[src/logic/mm2s_csum_pkg.sv]
// ~~~~~~~~~~~~~~~~~~~~~~~~~~~~~~~~~~~~~~
// widths, beat layout and insert states
// shared by the mm2s checksum offload
// ~~~~~~~~~~~~~~~~~~~~~~~~~~~~~~~~~~~~~~
`default_nettype none

package mm2s_csum_pkg;

   // bytes per beat on the dma write side
   localparam int BEAT_BYTES = 8;

   // packed beat layout {last, keep, data}
   localparam int DATA_W   = 8 * BEAT_BYTES;
   localparam int KEEP_LSB = DATA_W;
   localparam int LAST_BIT = KEEP_LSB + BEAT_BYTES;

   typedef logic [DATA_W-1:0]     beat_data_t;
   typedef logic [BEAT_BYTES-1:0] beat_keep_t;
   typedef logic [LAST_BIT:0]     fifo_word_t;

   // ones-complement sum, also the seed
   typedef logic [15:0] csum_t;

   // byte position inside a frame
   typedef logic [15:0] byte_off_t;

   // 0..8 valid bytes in a beat
   typedef logic [3:0] lane_cnt_t;

   // read-out fsm of csum_insert
   typedef enum logic [0:0] {
      INS_IDLE,
      INS_SEND
   } ins_state_e;

endpackage

`default_nettype wire

[src/logic/frame_buffer.sv]
// ~~~~~~~~~~~~~~~~~~~~~~~~~~~~~~~~~~~~~~
// store-and-forward fifo of whole beats
// ~~~~~~~~~~~~~~~~~~~~~~~~~~~~~~~~~~~~~~
`default_nettype none

module frame_buffer #(
   parameter int BUF_DEPTH = 64
) (
   input  wire                            mm2s_clk,
   input  wire                            mm2s_resetn,
   input  wire                            wr_en,
   input  wire mm2s_csum_pkg::fifo_word_t wr_data,
   input  wire                            rd_en,
   output mm2s_csum_pkg::fifo_word_t      rd_data,
   output logic                           empty,
   output logic                           full
);

   localparam int AW = (BUF_DEPTH > 1) ? $clog2(BUF_DEPTH) : 1;
   localparam int CW = $clog2(BUF_DEPTH + 1);

   mm2s_csum_pkg::fifo_word_t mem [BUF_DEPTH];
   logic [AW-1:0]             wr_ptr;
   logic [AW-1:0]             rd_ptr;
   logic [CW-1:0]             count;

   assign empty = (count == '0);
   assign full  = (count == CW'(BUF_DEPTH));

   // storage and registered read port
   always_ff @(posedge mm2s_clk)
   begin
      if (wr_en)
         mem[wr_ptr] <= wr_data;
      if (rd_en)
         rd_data <= mem[rd_ptr];
   end

   // pointers wrap at the depth
   always_ff @(posedge mm2s_clk or negedge mm2s_resetn)
   begin
      if (!mm2s_resetn)
      begin
         wr_ptr <= '0;
         rd_ptr <= '0;
      end
      else
      begin
         if (wr_en)
            wr_ptr <= (wr_ptr == AW'(BUF_DEPTH - 1)) ? '0 : wr_ptr + 1'b1;
         if (rd_en)
            rd_ptr <= (rd_ptr == AW'(BUF_DEPTH - 1)) ? '0 : rd_ptr + 1'b1;
      end
   end

   // occupancy, unchanged on write plus read
   always_ff @(posedge mm2s_clk or negedge mm2s_resetn)
   begin
      if (!mm2s_resetn)
         count <= '0;
      else
      begin
         case ({wr_en, rd_en})
            2'b10:   count <= count + 1'b1;
            2'b01:   count <= count - 1'b1;
            default: count <= count;
         endcase
      end
   end

   // writer honours full
   assert property (@(posedge mm2s_clk) disable iff (!mm2s_resetn)
                    wr_en |-> !full)
      else $error("frame_buffer: write while full");

   // reader only runs over complete frames
   assert property (@(posedge mm2s_clk) disable iff (!mm2s_resetn)
                    rd_en |-> !empty)
      else $error("frame_buffer: read while empty");

endmodule

`default_nettype wire

[config.mk]
export PLATFORM = sky130hd
export DESIGN_NAME = frame_buffer
export DESIGN_NICKNAME = d
export VERILOG_FILES = /design/src/logic/mm2s_csum_pkg.sv /design/src/logic/frame_buffer.sv
export SDC_FILE = /design/constraint.sdc
export NUM_CORES = 2
export LEC_CHECK = 0
export BUFFER_PORTS_ARGS = -buffer_cell sky130_fd_sc_hd__buf_2
export CORE_UTILIZATION = 55
export DETAILED_ROUTE_END_ITERATION = 6
export PLACE_DENSITY = 0.71
export SYNTH_ARGS = -nofsm -noshare
export SYNTH_HDL_FRONTEND = slang
export SYNTH_MEMORY_MAX_BITS = 65536
export SYNTH_SLANG_ARGS = --single-unit
[constraint.sdc]
create_clock -name mm2s_clk -period 16.75 [get_ports mm2s_clk]
set_input_delay 3.35 -clock mm2s_clk [delete_from_list [all_inputs] [get_ports mm2s_clk]]
set_output_delay 3.35 -clock mm2s_clk [all_outputs]
set_load 0.05 [all_outputs]
==> flow_summary.ini <==
[outcome]
outcome = finished, violations left
violations = max-capacitance violations

[finish]
final_area_mm2 = 0.202
n_fill_cell = 21900
fin_nets = 8883
drive_gt1_frac = 0.218
fin_cells = 13500
area_growth_syn_to_layout_pct = 11.6

[synth]
ys_top_cells_by_count = edfxtp_1, mux4_2, mux2i_1
synth_area_leaders = edfxtp_1, mux4_2, mux2i_1
ys.warnings.count = 0
syn_avg_cell_area_um2 = 21.5
syn-num-nets = 8494
async_reset_ff_frac = 0.00399
synth_cells = 8412
netlist_area_mm2 = 0.181
seq_area_frac_synth = 0.789
yosys.area.top_type = edfxtp_1
ys_types = 59
synth_top_area_frac = 0.786
yosysMostFrequentCell = edfxtp_1
ys_ff_latch = 4764
synth_edf_count = 4745
synthFlopType = edfxtp_1

[placed_design]
dp.final_hpwl_um = 266000
place_congestion = 0.840
port_buffers = 151
placedInstanceArea_mm2 = 0.188
dp.cells = 12700

[power_and_ir_drop]
ir_worst_vdd_mv = 0.142
total_power_mw = 31.5
powerDensity_mw_per_mm2 = 156
power.leakage_nw = 63.8

[setup_path]
crit_path_start_kind = primary input
cp.required_ns = 17.34
end_kind = register
arrival_ns = 6.77
path_max_fanout = 31
crit_type = in2reg

[detailed_routing]
drtAntennaViolNets = 0
first_pass_iters = 6
vias_per_cell = 6.82
drt_iter0_markers = 14600
vias = 92300
wl_um = 489000
wl_per_cell_um = 36.1
remaining_drc_errors = 0

[cts]
numCtsBuffers = 455
cts_hold_buf = 0
cts_setup_buffers = 0
clk_path_buf_depth = 4
cts.sink_count = 4764
insertion_delay_ns = 1.02
cts_repair_resize_count = 0
path_clk_slew_ns = 0.06
root_buffer = clkbuf_16
cts_htree_levels = 5
cts_tree = built

[sta]
hold_viol_final = 0
slew_headroom = 0.0219
rsz0062_at_grt = no
post-route-period-util = 0.369
finClkSkew_ns = 0.0761
max_freq_ghz = 0.162
maxSlewViolCount = 0
tightest_slew_ns = 1.45
hold_ws_ns = 0.548
period_minus_slack_ns = 6.18
setup_viol = 0
tns_ns = 0

[global_routing]
antenna_found_initial = 27
grt_max_degree = 144
grt_pass1_wl_um = 690000
grt.total_usage = 0.295
overflow = 0
grt_pass1_vias = 92500

[flow_run]
maxCapViolations = 1

[hold_path]
hp-class = reg2reg

[die]
die_w_um = 576
die-area_mm2 = 0.332
ios = 152
rows = 210
start_util = 0.553
die_h_um = 576
core_area_mm2 = 0.327
logic make-up (layout without fill, tap and decap cells):
| kind of cell | Yosys count | in the layout | synth area share |
|---|---|---|---|
| other cells | 0 | 17 | 0 |
| buf+inv | 489 | 1257 | 0.0145 |
| flops | 4764 | 4764 | 0.789 |
| mux | 1502 | 1502 | 0.142 |
| simple gates | 825 | 825 | 0.0216 |
| xor+xnor | 14 | 14 | 0.000677 |
| compound gates | 813 | 813 | 0.0322 |
| fa+ha+maj | 5 | 5 | 0.000345 |
cell usage in the layout, fill, tap and decap left out, drive strengths merged, types with 4 or more instances in the layout:
cell      instances
edfxtp         4745
mux4            848
mux2i           651
clkbuf          557
buf             417
nand2           267
o22ai           223
clkinv          219
a221oi          161
nand3           145
a22oi           140
a21oi           134
nor2            133
nor3             93
nor4             53
nand2b           49
nand4            43
a32oi            40
bufinv           40
o32a             39
o21ai            28
dfrtp            19
diode            17
inv              15
o22a             13
or4              10
nor2b            10
a211oi            9
a211o             9
clkinvlp          9
xor2              7
xnor2             7
ha                5
and2              5
o21a              4
critical path: stages:
cell and delay (ns):
buf_2 0.30, inv_1 0.27, nor2_1 0.31, nand2_1 0.41, nor2_4 0.83, buf_4 0.65
buf_4 0.58
power by group:
part / leakage [nW] / internal, mW / switching [mW]
registers: 43.0 / 13.7 / 0.329
logic: 13.8 / 2.42 / 4.99
clock network: 7.08 / 5.66 / 4.41
total: 63.8 / 21.8 / 9.72
metal layers:
| metal | vias up | wire length [µm] | track usage |
|---|---|---|---|
| li1 | 36300 | - | - |
| met4 | 12 | 21600 | 0.116 |
| met3 | 1038 | 59900 | 0.0635 |
| met1 | 48400 | 176000 | 0.407 |
| met2 | 6567 | 231000 | 0.464 |
| met5 | - | 78 | 0 |
worst paths after layout:
check                      cells after the start          end  slack [ns]         from
setup / recovery                               7   mem[9][34]       10.57        wr_en
hold / removal                                 1     count[6]        0.55     count[6]
setup reg to reg                               8  rd_data[45]       10.94    rd_ptr[0]
hold reg to reg                                1     count[6]        0.55     count[6]
max in group asynchronous                      1    rd_ptr[4]       13.87  mm2s_resetn
min in group asynchronous                      1     count[3]        2.37  mm2s_resetn
layout make-up:
type,count,area (µm²),area share
Antenna cell,17,42.5,0.000210
Clock buffer,557,11900,0.0588
Clock inverter,279,2650,0.0131
Inverter,4,20.0,0.0000990
Multi-Input combinational cell,3159,36300,0.179
Sequential cell,4764,143000,0.707
Tap cell,4346,5440,0.0269
Timing Repair Buffer,417,2870,0.0142
per-stage QoR:
stage	util	setup slack, ns
floorplan	-	7.38
global placement	0.573	9.64
detailed placement	0.573	9.64
CTS	0.617	10.66
global route	0.617	10.48
finish	0.617	10.57
flip-flops by register name, summed over array words and instances (netlist names):
name,cells
rd_ptr,6
count,7
wr_ptr,6
rd_data,73
mem,4672
(Power assumes the default switching activity.)
