===== config.mk =====
export PLATFORM = sky130hd
export DESIGN_NAME = csum_insert
export DESIGN_NICKNAME = d
export VERILOG_FILES = /design/src/logic/mm2s_csum_pkg.sv /design/src/logic/csum_insert.sv
export SDC_FILE = /design/constraint.sdc
export NUM_CORES = 1
export LEC_CHECK = 0
export ABC_AREA = 1
export BUFFER_PORTS_ARGS = -buffer_cell sky130_fd_sc_hd__buf_2
export CORE_AREA = 2 2 154 156
export DETAILED_ROUTE_END_ITERATION = 6
export DIE_AREA = 0 0 156 158
export PLACE_DENSITY = 0.69
export SYNTH_ARGS = -nofsm -noshare
export SYNTH_HDL_FRONTEND = slang
export SYNTH_SLANG_ARGS = --single-unit

===== constraint.sdc =====
create_clock -name mm2s_clk -period 2.8 [get_ports mm2s_clk]
set_input_delay 0.28 -clock mm2s_clk [delete_from_list [all_inputs] [get_ports mm2s_clk]]
set_output_delay 0.28 -clock mm2s_clk [all_outputs]
set_load 0.02 [all_outputs]

===== src/logic/mm2s_csum_pkg.sv =====
// ~~~~~~~~~~~~~~~~~~~~~~~~~~~~~~~~~~~~~~
// widths, beat layout and insert states
// shared by the mm2s checksum offload
// ~~~~~~~~~~~~~~~~~~~~~~~~~~~~~~~~~~~~~~
`default_nettype none

package mm2s_csum_pkg;

   // bytes per beat on the dma write side
   localparam int BEAT_BYTES = 8;

   // packed beat layout {last, keep, data}
   localparam int DATA_W   = 8 * BEAT_BYTES;
   localparam int KEEP_LSB = DATA_W;
   localparam int LAST_BIT = KEEP_LSB + BEAT_BYTES;

   typedef logic [DATA_W-1:0]     beat_data_t;
   typedef logic [BEAT_BYTES-1:0] beat_keep_t;
   typedef logic [LAST_BIT:0]     fifo_word_t;

   // ones-complement sum, also the seed
   typedef logic [15:0] csum_t;

   // byte position inside a frame
   typedef logic [15:0] byte_off_t;

   // 0..8 valid bytes in a beat
   typedef logic [3:0] lane_cnt_t;

   // read-out fsm of csum_insert
   typedef enum logic [0:0] {
      INS_IDLE,
      INS_SEND
   } ins_state_e;

endpackage

`default_nettype wire


===== src/logic/csum_insert.sv =====
// ~~~~~~~~~~~~~~~~~~~~~~~~~~~~~~~~~~~~~~
// per-frame results and read-out
// complemented sum patched in on the way out
// ~~~~~~~~~~~~~~~~~~~~~~~~~~~~~~~~~~~~~~
`default_nettype none

module csum_insert #(
   parameter int META_DEPTH = 4
) (
   input  wire                            mm2s_clk,
   input  wire                            mm2s_resetn,
   input  wire                            sum_valid,
   input  wire mm2s_csum_pkg::csum_t      tx_sum,
   input  wire mm2s_csum_pkg::byte_off_t  frame_insert,
   input  wire                            frame_en,
   input  wire mm2s_csum_pkg::fifo_word_t rd_data,
   input  wire                            empty,
   output logic                           rd_en,
   output logic                           out_valid,
   output mm2s_csum_pkg::beat_data_t      out_data,
   output mm2s_csum_pkg::beat_keep_t      out_keep,
   output logic                           out_last
);

   localparam int MW = (META_DEPTH > 1) ? $clog2(META_DEPTH) : 1;
   localparam int MC = $clog2(META_DEPTH + 1);

   mm2s_csum_pkg::csum_t      meta_sum [META_DEPTH];
   mm2s_csum_pkg::byte_off_t  meta_ins [META_DEPTH];
   logic                      meta_en  [META_DEPTH];
   logic [MW-1:0]             meta_wptr;
   logic [MW-1:0]             meta_rptr;
   logic [MC-1:0]             meta_cnt;
   logic                      meta_empty;
   logic                      meta_pop;
   mm2s_csum_pkg::ins_state_e state;
   mm2s_csum_pkg::byte_off_t  beat_off;
   mm2s_csum_pkg::byte_off_t  ins_hi;
   mm2s_csum_pkg::byte_off_t  ins_lo;
   mm2s_csum_pkg::csum_t      ins_val;

   assign meta_empty = (meta_cnt == '0);
   assign meta_pop   = out_valid & out_last;

   // head of the queue drives the patch
   assign ins_hi  = meta_ins[meta_rptr];
   assign ins_lo  = ins_hi + 16'd1;
   assign ins_val = ~meta_sum[meta_rptr];

   always_ff @(posedge mm2s_clk)
   begin
      if (sum_valid)
      begin
         meta_sum[meta_wptr] <= tx_sum;
         meta_ins[meta_wptr] <= frame_insert;
         meta_en[meta_wptr]  <= frame_en;
      end
   end

   always_ff @(posedge mm2s_clk or negedge mm2s_resetn)
   begin
      if (!mm2s_resetn)
      begin
         meta_wptr <= '0;
         meta_rptr <= '0;
         meta_cnt  <= '0;
      end
      else
      begin
         if (sum_valid)
            meta_wptr <= (meta_wptr == MW'(META_DEPTH - 1)) ? '0 : meta_wptr + 1'b1;
         if (meta_pop)
            meta_rptr <= (meta_rptr == MW'(META_DEPTH - 1)) ? '0 : meta_rptr + 1'b1;
         meta_cnt <= meta_cnt + {{(MC-1){1'b0}}, sum_valid} - {{(MC-1){1'b0}}, meta_pop};
      end
   end

   // no read once the last beat is back
   assign rd_en = (state == mm2s_csum_pkg::INS_SEND) & ~meta_pop;

   always_ff @(posedge mm2s_clk or negedge mm2s_resetn)
   begin
      if (!mm2s_resetn)
      begin
         state     <= mm2s_csum_pkg::INS_IDLE;
         out_valid <= 1'b0;
         beat_off  <= '0;
      end
      else
      begin
         out_valid <= rd_en;
         case (state)
            mm2s_csum_pkg::INS_IDLE:
               if (!meta_empty)
                  state <= mm2s_csum_pkg::INS_SEND;
            default:
               if (meta_pop)
                  state <= mm2s_csum_pkg::INS_IDLE;
         endcase
         // offset of lane 0 in the outgoing beat
         if (out_valid)
            beat_off <= out_last ? '0 : beat_off + 16'(mm2s_csum_pkg::BEAT_BYTES);
      end
   end

   assign out_keep = rd_data[mm2s_csum_pkg::KEEP_LSB +: mm2s_csum_pkg::BEAT_BYTES];
   assign out_last = rd_data[mm2s_csum_pkg::LAST_BIT];

   // high byte of the checksum at the even offset
   always_comb
   begin
      out_data = rd_data[mm2s_csum_pkg::DATA_W-1:0];
      for (int i = 0; i < mm2s_csum_pkg::BEAT_BYTES; i++)
      begin
         if (meta_en[meta_rptr] && (beat_off + 16'(i) == ins_hi))
            out_data[8*i +: 8] = ins_val[15:8];
         else if (meta_en[meta_rptr] && (beat_off + 16'(i) == ins_lo))
            out_data[8*i +: 8] = ins_val[7:0];
      end
   end

   // a result arrives only with room for it
   assert property (@(posedge mm2s_clk) disable iff (!mm2s_resetn)
                    sum_valid && !meta_pop |-> meta_cnt < MC'(META_DEPTH))
      else $error("csum_insert: result queue overflow");

   // a queued result means its frame still sits in the buffer
   assert property (@(posedge mm2s_clk) disable iff (!mm2s_resetn)
                    !meta_empty && !meta_pop |-> !empty)
      else $error("csum_insert: result queued with no frame in the buffer");

endmodule

`default_nettype wire


==> run summary <==
The tree is rooted in a clkbuf_16. Per report_power, the combinational group accounts for 53.1% of the total. Setup repair after global routing could not meet its margin everywhere. In this run the static leakage power is 5.87 nW. The hold violation total from the final report was 0; the share of synthesized flip-flops with an asynchronous set or reset was 14.3%. Sequential elements use 49.5% of the synthesized area.

Global routing consumed, over all layers together, 20.8% of the routing resources. For this run, the post-layout net count is 1487. The tools report the I/O pin count as 185.

The tools report the number of setup violations in the final report as 64. At the later pin of the worst-skew pair, clock insertion delay measures 0.43 ns. For this design the total switching power over the nets is 5.11 mW. In this run the horizontal extent of the chip is 156 um. Cell internal power was estimated by the tool at 6.25 mW. The share of total power in sequential cells was 27.2%.

The run gives 1954 as the number of inserted filler cells in the final layout. In the final routed layout, each cell accounts on average for 16.0 um. At the placement stage, the worst setup path has a slack of -0.177 ns. In this run the mean area of a mapped cell was 8.21 um^2. Counting every net in the synthesized netlist gives 1235.

From synthesis to final layout, the design area changed by 42.7%. Yosys mapped the design onto 35 distinct sky130hd cell types. STA classifies the critical path startpoint as a flip-flop. The wire-length estimate of the detail-placed layout is 17600 um. Predominant post-synthesis flop cell: edfxtp_1. The clock tree synthesis step divided the H-tree into 4 levels.

The time the final worst path needs with I/O delays and setup came out at 3.50 ns. The clock network is responsible for 19.7% of the overall power. The maximum buffer depth of the clock tree came out at 2.

The run finished, with violations left. The worst path uses 125% of the clock period. The synthesized instance count was 1111; the maximum clock frequency was 0.285 GHz.

The first global-routing pass estimated 39900 um of wire. The number of port buffers is 167, and the pin count of the biggest net entering global routing is 35. The remaining number of nets flagged by the antenna check after routing was 0; the register bit count reported by yosys was 154.

For the final database, setup skew stands at 0.00971 ns. The finished cells cover 0.0130 mm^2. The checks that failed: negative setup slack. The run gives 1618 as the number of placed instances with taps included. Initial cell density of the core: 39.6%. In this run the cell area measured after placement is 0.0110 mm^2.

The power density normalized to cell area is 873 mW/mm^2. The min-delay analysis places its worst path in the category primary input to flip-flop. After the flow finishes, the layout carries non-filler instances totaling 1667. The vertical extent of the die works out to 158 um. Cells with a size suffix above 1 make up 41.6% of the layout.

In the routed layout, each cell is associated on average with a via count of 5.22. Endpoint class of the critical path: an output port. The synthesis warning total came out at 0. The tools report the number of standard-cell rows in the floorplan as 56. TritonCTS built the clock tree. The clock net in this run drives a total of 154 sinks. The switching portion of total power came out at 45.0%.

Clock-pin slew was measured on the worst setup and hold paths at 0.07 ns. Via count of the first global-routing pass: 8048. Of all cell types, the one taking the most synthesized area is edfxtp_1. In this run the tightest slew margin relative to its limit is 60.3%.

The run gives 0.0627 ns as the final hold slack. The tools report the area of the mapped netlist as 0.00912 mm^2. At the end of routability-driven placement, the weighted congestion stood at 0.857. The total number of vias was 8695. TritonCTS created 17 clock buffers.

The final worst-path setup slack came out at -0.705 ns. The first routing iteration left 647 violations. The number of enable-type register cells in the synthesized netlist is 132.

The die covers 0.0246 mm^2. Classification of the worst setup path: flip-flop to output port. After detailed routing, the number of remaining DRC violations is 0. At the worst endpoint, the arrival time is 3.22 ns.

For the pin with the worst max-slew slack, the measured transition is 0.595 ns. For the total core area, the log shows 0.0231 mm^2. For the number of max-slew violations in the final report, the log shows 0. The maximum net fanout on the critical path works out to 8. The tool flagged a number of max-cap violations equal to 0. Sorting the synthesized cells by area gives the leading types as edfxtp_1 (43%), nand2_1 (17%), nand3_1 (9.9%).

After detailed routing, the total wire length is 26700 um. The maximum resistive drop on vdd is 0.000444 V, and the global-route congestion overflow total is 0. For the count of TritonRoute iterations in the first routing pass, the log shows 5. The number of antenna violations at the first check in global routing is 2, and the top-area cell type share of the netlist area is 43.5%.

For the worst setup path, the data required time is 2.52 ns.
cell usage in the layout (no fill, tap or decap), types with 2 or more instances in the layout:
cell type / netlist / layout
nor2_1: 45 / 34
ha_1: 13 / 12
inv_2: 11 / 12
buf_4: 16 / 99
nor3_4: 2 / 2
dfrtp_1: 22 / 21
nor2_8: 3 / 3
inv_8: 0 / 7
nand3_2: 4 / 74
clkinv_8: 0 / 4
clkinvlp_4: 0 / 2
nor2_4: 8 / 13
buf_16: 0 / 4
buf_12: 0 / 13
a21oi_4: 0 / 2
nand4_1: 8 / 8
a21oi_1: 17 / 17
clkinv_1: 8 / 7
nor3_1: 14 / 14
nor2_2: 5 / 11
clkinv_4: 0 / 3
xor2_2: 0 / 2
edfxtp_1: 132 / 132
xor2_1: 7 / 4
nand2_4: 0 / 11
nand3_1: 180 / 101
a32o_1: 8 / 8
xnor2_1: 3 / 2
o22ai_1: 8 / 8
nand2_2: 7 / 118
nand2_1: 405 / 283
buf_6: 5 / 45
buf_2: 5 / 106
nand3_4: 9 / 18
clkbuf_16: 0 / 19
inv_1: 119 / 118
o21ai_0: 28 / 28
registers in the layout, summed over array words and instances, names as in the netlist:
name and cells:
beat_off 13, meta_cnt 3, meta_en 4, meta_ins 64, meta_rptr 2, meta_sum 64
meta_wptr 2, out_valid 1, state 1
per-stage QoR:
step / power [mW] / setup TNS, ns / utilization (%)
after floorplan: 6.14 / 0 / -
after global placement: 8.07 / -5.51 / 47.8
after global routing: 12.0 / -49.16 / 56.4
after CTS: 11.0 / -33.25 / 53.0
after detailed placement: 8.17 / -9.18 / 47.8
final: 11.4 / -39.72 / 56.4
worst max-delay path, stage by stage, from the launching register on:
cell and delay, ns:
dfrtp_2 0.44, clkinv_4 0.12, buf_6 0.16, nand2_2 0.06
nand3_2 0.08, nand2_4 0.09, ha_4 0.15, nand3_4 0.08
nor2_4 0.17, buf_6 0.14, nand2_4 0.05, nand2_4 0.07
nand2_2 0.05, a21oi_4 0.13, nand3_4 0.11, nor2_8 0.19
buf_12 0.16, clkbuf_16 0.17, nand3_2 0.07, nand3_2 0.09
nand2_2 0.07, buf_6 0.13
area by class of cell:
| type | count | area (um^2) | share of cell area (%) |
|---|---|---|---|
| inverters | 138 | 523 | 4.02 |
| clock buffers | 17 | 425 | 3.27 |
| flip-flops and latches | 154 | 4520 | 34.7 |
| clock inverters | 15 | 176 | 1.36 |
| diodes | 1 | 2.50 | 0.0192 |
| well taps | 290 | 363 | 2.79 |
| multi-input cells | 782 | 4790 | 36.8 |
| repair buffers | 270 | 2210 | 17.0 |
kinds of logic (layout without fill, tap and decap cells):
kind of cell | count (synthesis) | in the layout | synth area share [%]
simple gates | 691 | 691 | 34.8
buf+inv | 175 | 440 | 8.34
flops | 154 | 154 | 49.5
compound gates | 67 | 67 | 4.38
fa+ha+maj | 14 | 14 | 2.00
xor+xnor | 10 | 10 | 0.961
other cells | 0 | 1 | 0
power groups by stage:
stage	Clock [mW]	Sequential, mW	Combinational (mW)
5_1_grt	2.35	3.13	6.52
2_1_floorplan	0	3.09	3.05
4_1_cts	2.27	3.09	5.61
6_report	2.24	3.09	6.03
3_5_place_dp	0	3.12	5.04
3_3_place_gp	0	3.11	4.95
metal layers:
metal  up-vias  share of wire [%]  track usage (%)
li1       4164                  -                -
met1      4068                 40             25.3
met2       370                 50             36.3
met3        91                7.1             4.43
met4         2                3.2             8.08
met5         -              0.049                0
final timing paths:
check | cells after the start | to | startpoint | slack (ns)
max in group asynchronous | 2 | meta_rptr[0] | mm2s_resetn | 2.04
hold / removal | 1 | meta_sum[1][7] | tx_sum[7] | 0.06
min in group asynchronous | 2 | meta_wptr[1] | mm2s_resetn | 0.36
setup reg to reg | 11 | beat_off[15] | beat_off[3] | 0.54
hold reg to reg | 1 | state | state | 0.46
setup / recovery | 21 | out_data[33] | meta_rptr[0] | -0.70
timing repair:
action	4_1_cts	5_1_grt
pin swaps	20	58
resized for setup	97	201
hold buffers	1	0
setup endpoints to repair	64	64
cloned	5	2
hold endpoints to repair	22	0
setup buffers	7	3
synthesized netlist by cell type (7+ instances only):
library cell and instances:
a21oi_1 17, a32o_1 8, buf_4 16, clkbuf_1 7, clkinv_1 8, dfrtp_1 22, edfxtp_1 132, ha_1 13
inv_1 119, inv_2 11, nand2_1 405, nand2_2 7, nand3_1 180, nand3_4 9, nand4_1 8, nor2_1 45
nor2_4 8, nor3_1 14, o21ai_0 28, o22ai_1 8, xor2_1 7
No activity file was read; power rests on OpenSTA's default activity.
