### src/logic/mm2s_csum_pkg.sv
// ~~~~~~~~~~~~~~~~~~~~~~~~~~~~~~~~~~~~~~
// widths, beat layout and insert states
// shared by the mm2s checksum offload
// ~~~~~~~~~~~~~~~~~~~~~~~~~~~~~~~~~~~~~~
`default_nettype none

package mm2s_csum_pkg;

   // bytes per beat on the dma write side
   localparam int BEAT_BYTES = 8;

   // packed beat layout {last, keep, data}
   localparam int DATA_W   = 8 * BEAT_BYTES;
   localparam int KEEP_LSB = DATA_W;
   localparam int LAST_BIT = KEEP_LSB + BEAT_BYTES;

   typedef logic [DATA_W-1:0]     beat_data_t;
   typedef logic [BEAT_BYTES-1:0] beat_keep_t;
   typedef logic [LAST_BIT:0]     fifo_word_t;

   // ones-complement sum, also the seed
   typedef logic [15:0] csum_t;

   // byte position inside a frame
   typedef logic [15:0] byte_off_t;

   // 0..8 valid bytes in a beat
   typedef logic [3:0] lane_cnt_t;

   // read-out fsm of csum_insert
   typedef enum logic [0:0] {
      INS_IDLE,
      INS_SEND
   } ins_state_e;

endpackage

`default_nettype wire

### src/logic/keep_to_cnt.sv
// ~~~~~~~~~~~~~~~~~~~~~~~~~~~~~~~~~~~~~~
// byte count of a contiguous keep field
// ~~~~~~~~~~~~~~~~~~~~~~~~~~~~~~~~~~~~~~
`default_nettype none

module keep_to_cnt (
   input  wire mm2s_csum_pkg::beat_keep_t keep,
   output mm2s_csum_pkg::lane_cnt_t       cnt
);

   always_comb
   begin
      cnt = '0;
      // population count over the lanes
      for (int i = 0; i < mm2s_csum_pkg::BEAT_BYTES; i++)
      begin
         cnt = cnt + {3'b000, keep[i]};
      end
   end

   // keep must look like 0..01..1, lane 0 first
   // adding one then clears every set bit
   always_comb
   begin
      assert final ((keep & (keep + 1'b1)) == '0)
         else $error("keep_to_cnt: keep %h not contiguous from lane 0", keep);
   end

endmodule

`default_nettype wire

### src/logic/cnt_to_keep.sv
// ~~~~~~~~~~~~~~~~~~~~~~~~~~~~~~~~~~~~~~
// byte count to low-lane mask
// ~~~~~~~~~~~~~~~~~~~~~~~~~~~~~~~~~~~~~~
`default_nettype none

module cnt_to_keep (
   input  wire mm2s_csum_pkg::lane_cnt_t cnt,
   output mm2s_csum_pkg::beat_keep_t     keep
);

   // lane i is set when it falls below cnt
   // cnt of 8 and up gives all lanes
   always_comb
   begin
      keep = '0;
      for (int i = 0; i < mm2s_csum_pkg::BEAT_BYTES; i++)
      begin
         keep[i] = (i < cnt);
      end
   end

endmodule

`default_nettype wire

### src/logic/ofm_csum.sv
// ~~~~~~~~~~~~~~~~~~~~~~~~~~~~~~~~~~~~~~
// running ones-complement sum of a frame
// result and insert fields on the last beat
// ~~~~~~~~~~~~~~~~~~~~~~~~~~~~~~~~~~~~~~
`default_nettype none

module ofm_csum (
   input  wire                              mm2s_clk,
   input  wire                              mm2s_resetn,
   input  wire                              data_fifo_wren,
   input  wire mm2s_csum_pkg::fifo_word_t   data_fifo_wdata,
   input  wire mm2s_csum_pkg::byte_off_t    tx_cs_begin,
   input  wire mm2s_csum_pkg::csum_t        tx_cs_init,
   input  wire mm2s_csum_pkg::byte_off_t    tx_cs_insert,
   input  wire                              tx_cs_en,
   output mm2s_csum_pkg::csum_t             tx_sum,
   output mm2s_csum_pkg::byte_off_t         frame_insert,
   output logic                             frame_en,
   output logic                             sum_valid
);

   mm2s_csum_pkg::beat_data_t data;
   mm2s_csum_pkg::beat_keep_t keep;
   mm2s_csum_pkg::beat_keep_t wr_keep;
   mm2s_csum_pkg::beat_keep_t skip_keep;
   mm2s_csum_pkg::beat_keep_t sum_mask;
   mm2s_csum_pkg::beat_data_t mdata;
   mm2s_csum_pkg::lane_cnt_t  beat_cnt;
   mm2s_csum_pkg::lane_cnt_t  skip_cnt;
   mm2s_csum_pkg::byte_off_t  bcnt;
   mm2s_csum_pkg::byte_off_t  beat_off;
   mm2s_csum_pkg::byte_off_t  skip_diff;
   mm2s_csum_pkg::csum_t      sum_q;
   mm2s_csum_pkg::csum_t      beat_sum;
   mm2s_csum_pkg::csum_t      sum_next;
   logic [16:0]               beat_end;
   logic                      last;
   logic                      sof;
   logic                      begin_hit_reg;
   logic                      begin_done;
   logic                      begin_in_beat;

   // 16-bit add with end-around carry
   function automatic mm2s_csum_pkg::csum_t add1c(input mm2s_csum_pkg::csum_t a,
                                                   input mm2s_csum_pkg::csum_t b);
      logic [16:0] s;
      s = {1'b0, a} + {1'b0, b};
      return s[15:0] + {15'b0, s[16]};
   endfunction

   assign data = data_fifo_wdata[mm2s_csum_pkg::DATA_W-1:0];
   assign keep = data_fifo_wdata[mm2s_csum_pkg::KEEP_LSB +: mm2s_csum_pkg::BEAT_BYTES];
   assign last = data_fifo_wdata[mm2s_csum_pkg::LAST_BIT];

   // idle bus carries no bytes
   assign wr_keep = data_fifo_wren ? keep : '0;

   keep_to_cnt beat_cnt_i (
      .keep (wr_keep),
      .cnt  (beat_cnt)
   );

   // offset of lane 0, first beat sits at 0
   assign beat_off = sof ? '0 : bcnt;
   assign beat_end = {1'b0, beat_off} + 17'(mm2s_csum_pkg::BEAT_BYTES);

   // begin already behind us, or inside this beat
   assign begin_done    = ~sof & begin_hit_reg;
   assign begin_in_beat = ({1'b0, tx_cs_begin} < beat_end);
   assign skip_diff     = tx_cs_begin - beat_off;
   assign skip_cnt      = skip_diff[3:0];

   // lanes ahead of the begin offset
   cnt_to_keep begin_mask_i (
      .cnt  (skip_cnt),
      .keep (skip_keep)
   );

   always_comb
   begin
      if (begin_done)
         sum_mask = keep;
      else if (begin_in_beat)
         sum_mask = keep & ~skip_keep;
      else
         sum_mask = '0;
   end

   // even lane is the high byte of each word
   always_comb
   begin
      for (int i = 0; i < mm2s_csum_pkg::BEAT_BYTES; i++)
      begin
         mdata[8*i +: 8] = sum_mask[i] ? data[8*i +: 8] : 8'h00;
      end
   end

   always_comb
   begin
      beat_sum = add1c(add1c({mdata[7:0],   mdata[15:8]},  {mdata[23:16], mdata[31:24]}),
                       add1c({mdata[39:32], mdata[47:40]}, {mdata[55:48], mdata[63:56]}));
      // seed enters on the first beat
      sum_next = add1c(sof ? tx_cs_init : sum_q, beat_sum);
   end

   // frame position, set again by every last beat
   always_ff @(posedge mm2s_clk or negedge mm2s_resetn)
   begin
      if (!mm2s_resetn)
      begin
         sof       <= 1'b1;
         tx_sum    <= '0;
         frame_en  <= 1'b0;
         sum_valid <= 1'b0;
      end
      else
      begin
         sum_valid <= data_fifo_wren & last;
         if (data_fifo_wren)
         begin
            sof <= last;
            if (last)
            begin
               tx_sum   <= sum_next;
               frame_en <= tx_cs_en;
            end
         end
      end
   end

   always_ff @(posedge mm2s_clk)
   begin
      if (data_fifo_wren)
      begin
         sum_q         <= sum_next;
         bcnt          <= beat_off + {12'b0, beat_cnt};
         begin_hit_reg <= begin_done | begin_in_beat;
         if (last)
            frame_insert <= tx_cs_insert;
      end
   end

   // insert must land on a word boundary
   assert property (@(posedge mm2s_clk) disable iff (!mm2s_resetn)
                    data_fifo_wren && tx_cs_en |-> !tx_cs_insert[0])
      else $error("ofm_csum: odd insert offset %h", tx_cs_insert);

endmodule

`default_nettype wire

### config.mk
export PLATFORM = sky130hd
export DESIGN_NAME = ofm_csum
export DESIGN_NICKNAME = d
export VERILOG_FILES = /design/src/logic/mm2s_csum_pkg.sv /design/src/logic/keep_to_cnt.sv /design/src/logic/cnt_to_keep.sv /design/src/logic/ofm_csum.sv
export SDC_FILE = /design/constraint.sdc
export NUM_CORES = 1
export LEC_CHECK = 0
export BUFFER_PORTS_ARGS = -buffer_cell sky130_fd_sc_hd__buf_2
export CORE_MARGIN = 3
export CORE_UTILIZATION = 52
export CTS_CLUSTER_DIAMETER = 200
export DETAILED_ROUTE_END_ITERATION = 12
export PLACE_DENSITY = 0.78
export SKIP_LAST_GASP = 1
export SYNTH_ARGS = -nofsm -noshare
export SYNTH_HDL_FRONTEND = slang
export SYNTH_SLANG_ARGS = --single-unit
### constraint.sdc
create_clock -name mm2s_clk -period 10.1 [get_ports mm2s_clk]
set_input_delay 3.03 -clock mm2s_clk [delete_from_list [all_inputs] [get_ports mm2s_clk]]
set_output_delay 3.03 -clock mm2s_clk [all_outputs]
set_load 0.01 [all_outputs]
==> qor.txt <==
Site Rows -> 46
IO Pins -> 159
# nets final -> 1713
H-tree levels -> 3
worst min path class -> reg2reg
dpl hpwl -> 21300 µm
CP max stage delay -> 0.48 ns
crit-path max FO -> 5
Post-synth top flop -> edfxtp_1
vias per cell -> 6.28
CP Launch Type -> input port
pwr/cell area -> 322 nW/µm²
number of global-route vias before repair -> 10688
Yosys reg bits -> 68
diode count -> 0
die width -> 134 µm
antenna violations before repair -> 1
Skew-Pair Late Insertion Delay -> 0.36 ns
Req. time, crit path -> 10.33 ns
CTS sink cnt -> 68
fraction of registers with async set/reset -> 0.279
largest net degree at the start of global routing -> 39
buffers added on ports -> 158
slew margin rel. -> 0.422
R2R Setup Slk -> -1.13 ns
fin worst setup slack -> -2.51 ns
CTS buffer count -> 9
first-pass GRT wire length -> 53100 µm
CP most frequent cell -> ha_4
endpoints failing setup -> 32
DP Worst Slack -> -2.40 ns
worst r2r dst -> tx_sum[9]$_DFFE_PN0P_
DR iter-0 viols -> 1330
area of the core -> 15900 µm²
Mapped Nets -> 1227
fillers -> 784
Worst-path clk slew -> 0.07 ns
status -> finished, violations left
Layout area overhead -> 57.1%
Fmax achieved -> 79.3 MHz
worst vdd ir -> 0.000325 V
Leak -> 0.00634 µW
Slew @ Worst Pin -> 0.866 ns
Final Instance Area -> 13300 µm²
Placer Congestion -> 0.932
max-slew violation count -> 0
Mapped Cells -> 996
Placed Area -> 12000 µm²
crit path DAT -> 12.83 ns
fin crit period -> 12.61 ns
RSZ-0062 raised after global routing -> true
WHS Path Cells -> 2
CP endpoint kind -> register
Slowest cell on crit path -> or4_4
max-cap check violation count -> 0
Mapped Avg Cell Area -> 8.52 µm²
Root Driver -> clkbuf_16
Starting Density -> 0.532
proportion of layout cells with a drive suffix above 1 -> 0.451
Die H -> 134 µm
DR vias -> 10698
Overflow after GRT -> 0
Final Cycle Share -> 1.25
DRT antenna net count -> 0
hold path startpoint -> tx_sum[0]$_DFFE_PN0P_
DR DRC count -> 0
Yosys warning total -> 0
First-pass DRT Iterations -> 6
register area share after synthesis -> 0.230
Mapped Area -> 8480 µm²
WL final -> 37100 µm
Avg WL per Cell -> 21.8 µm
reg-to-reg critical path startpoint -> bcnt[7]$_DFFE_PP_
Setup Skew -> 0.0157 ns
kind of critical path -> in2reg
Hold Fails Final Rpt -> 0
failing checks -> setup timing
CTS tree -> yes
number of enable flip-flop cells after synthesis -> 49
Hold EP -> tx_sum[0]$_DFFE_PN0P_
Reg2Reg Depth -> 57
total die area -> 17900 µm²
Yosys cell types -> 70
Final Power -> 4290 µW
clk buf depth -> 2
Overall Global Routing Usage -> 0.366
cell usage after synthesis, types with 4 or more instances:
cell,count,area share
clkbuf_1,24,0.011
a311oi_1,4,0.0041
xor2_1,44,0.045
a2111oi_0,4,0.0041
nand2_1,97,0.043
o31ai_1,11,0.0097
o21ai_0,44,0.026
or3_1,4,0.0029
dfrtp_1,18,0.053
xnor2_1,79,0.082
nand4b_1,6,0.0062
o31a_1,4,0.0041
fa_1,10,0.024
o2111ai_1,4,0.0041
or4_1,4,0.0035
or2_2,9,0.0066
nor3b_1,34,0.030
nand3_1,33,0.019
nor2_1,74,0.033
nor3_1,20,0.012
o21bai_1,9,0.0080
a21o_1,17,0.015
a211oi_1,12,0.011
and2_1,6,0.0044
ha_1,96,0.14
edfxtp_1,49,0.17
and3_1,48,0.035
o211ai_1,10,0.0089
nand4_1,15,0.011
mux2_2,20,0.027
a31oi_1,6,0.0044
a21oi_1,44,0.026
nor4_1,7,0.0052
inv_1,41,0.018
nor2b_1,22,0.016
o21a_1,9,0.0080
nand2b_1,10,0.0074
stage by stage:
stage,cells,hold WS (ns),util,setup TNS (ns)
after floorplan,996,0.514,-,-42.06
after global placement,1639,0.457,0.751,-57.36
after detailed placement,1639,0.462,0.751,-68.77
after CTS,1689,0.484,0.817,-44.81
after global routing,1703,0.519,0.836,-78.97
final,1703,0.490,0.836,-71.40
final cells by class:
type                       count  area, µm²  share of cell area
clock buffer                   9        225              0.0169
timing repair buffer         501       3430               0.257
sequential                    68       1950               0.146
multi-input combinational    861       7180               0.539
clock inverter                 7        105             0.00789
inverter                      41        166              0.0125
tap                          216        270              0.0203
cells by family after synthesis:
group | synth area share
AND/OR/NAND/NOR | 0.256
AO/OA/AOI/OAI | 0.162
XOR/XNOR | 0.127
adder cells (fa/ha/maj) | 0.166
flip-flops | 0.230
buffers and inverters | 0.0298
multiplexers | 0.0289
metal layers:
layer  vias up  global-route usage  routed length [µm]
met5         -                   0                   0
met1      4999               0.424               13200
met4         0               0.198                2840
met2       809               0.634               17300
li1       4629                   -                   -
met3       261              0.0759                3690
power by group:
part / switching [µW] / internal [µW] / leakage, µW
clock network: 143 / 221 / 0.000159
logic: 1910 / 1530 / 0.00547
registers: 48.8 / 438 / 0.000704
total: 2110 / 2190 / 0.00634
worst max path at each step:
| stage | start | end | slack [ns] | depth (start not counted) |
|---|---|---|---|---|
| 5_1_grt | tx_cs_begin[0] | tx_sum[9]$_DFFE_PN0P_ | -2.76 | 56 |
| 4_1_cts | tx_cs_begin[1] | tx_sum[5]$_DFFE_PN0P_ | -1.58 | 54 |
| 2_1_floorplan | tx_cs_begin[0] | sum_q[14]$_DFFE_PP_ | -1.54 | 54 |
| 3_3_place_gp | tx_cs_begin[1] | sum_q[15]$_DFFE_PP_ | -1.97 | 46 |
| 3_5_place_dp | tx_cs_begin[1] | tx_sum[13]$_DFFE_PN0P_ | -2.40 | 51 |
| 6_report | tx_cs_begin[0] | tx_sum[9]$_DFFE_PN0P_ | -2.51 | 56 |
timing repair:
item,4_1_cts,5_1_grt
cloned,2,0
hold buffers,0,0
setup buffers,33,14
setup endpoints to repair,32,32
resized for setup,81,37
pin swaps,71,24
worst max-delay path: cells and delay by family:
| family | cells | cell delay [ns] |
|---|---|---|
| buffers and inverters | 7 | 0.68 |
| xor gates and xnor gates | 4 | 0.72 |
| AOI/OAI and AO/OA | 17 | 2.57 |
| muxes | 1 | 0.30 |
| and+or+nand+nor | 16 | 2.91 |
| adders and majority gates | 11 | 2.62 |
cell usage in the layout (no fill, tap or decap), drive strengths merged, types with 5 or more instances in the layout:
| master | n |
|---|---|
| nand2b | 10 |
| nand3 | 33 |
| a2111oi | 5 |
| nor2b | 22 |
| ha | 96 |
| and2 | 6 |
| fa | 10 |
| nor2 | 74 |
| nand4 | 15 |
| a311oi | 5 |
| nand2 | 98 |
| and3 | 48 |
| edfxtp | 49 |
| o211ai | 10 |
| a21oi | 44 |
| xor2 | 44 |
| nor3b | 34 |
| inv | 45 |
| a31oi | 6 |
| xnor2 | 79 |
| a21o | 17 |
| o31ai | 11 |
| o21a | 9 |
| or2 | 9 |
| mux2 | 20 |
| buf | 501 |
| o21bai | 9 |
| or4 | 5 |
| a211oi | 12 |
| nor3 | 20 |
| clkbuf | 9 |
| nor4 | 7 |
| o21ai | 45 |
| dfrtp | 18 |
| nand4b | 6 |
(Power assumes the default switching activity.)
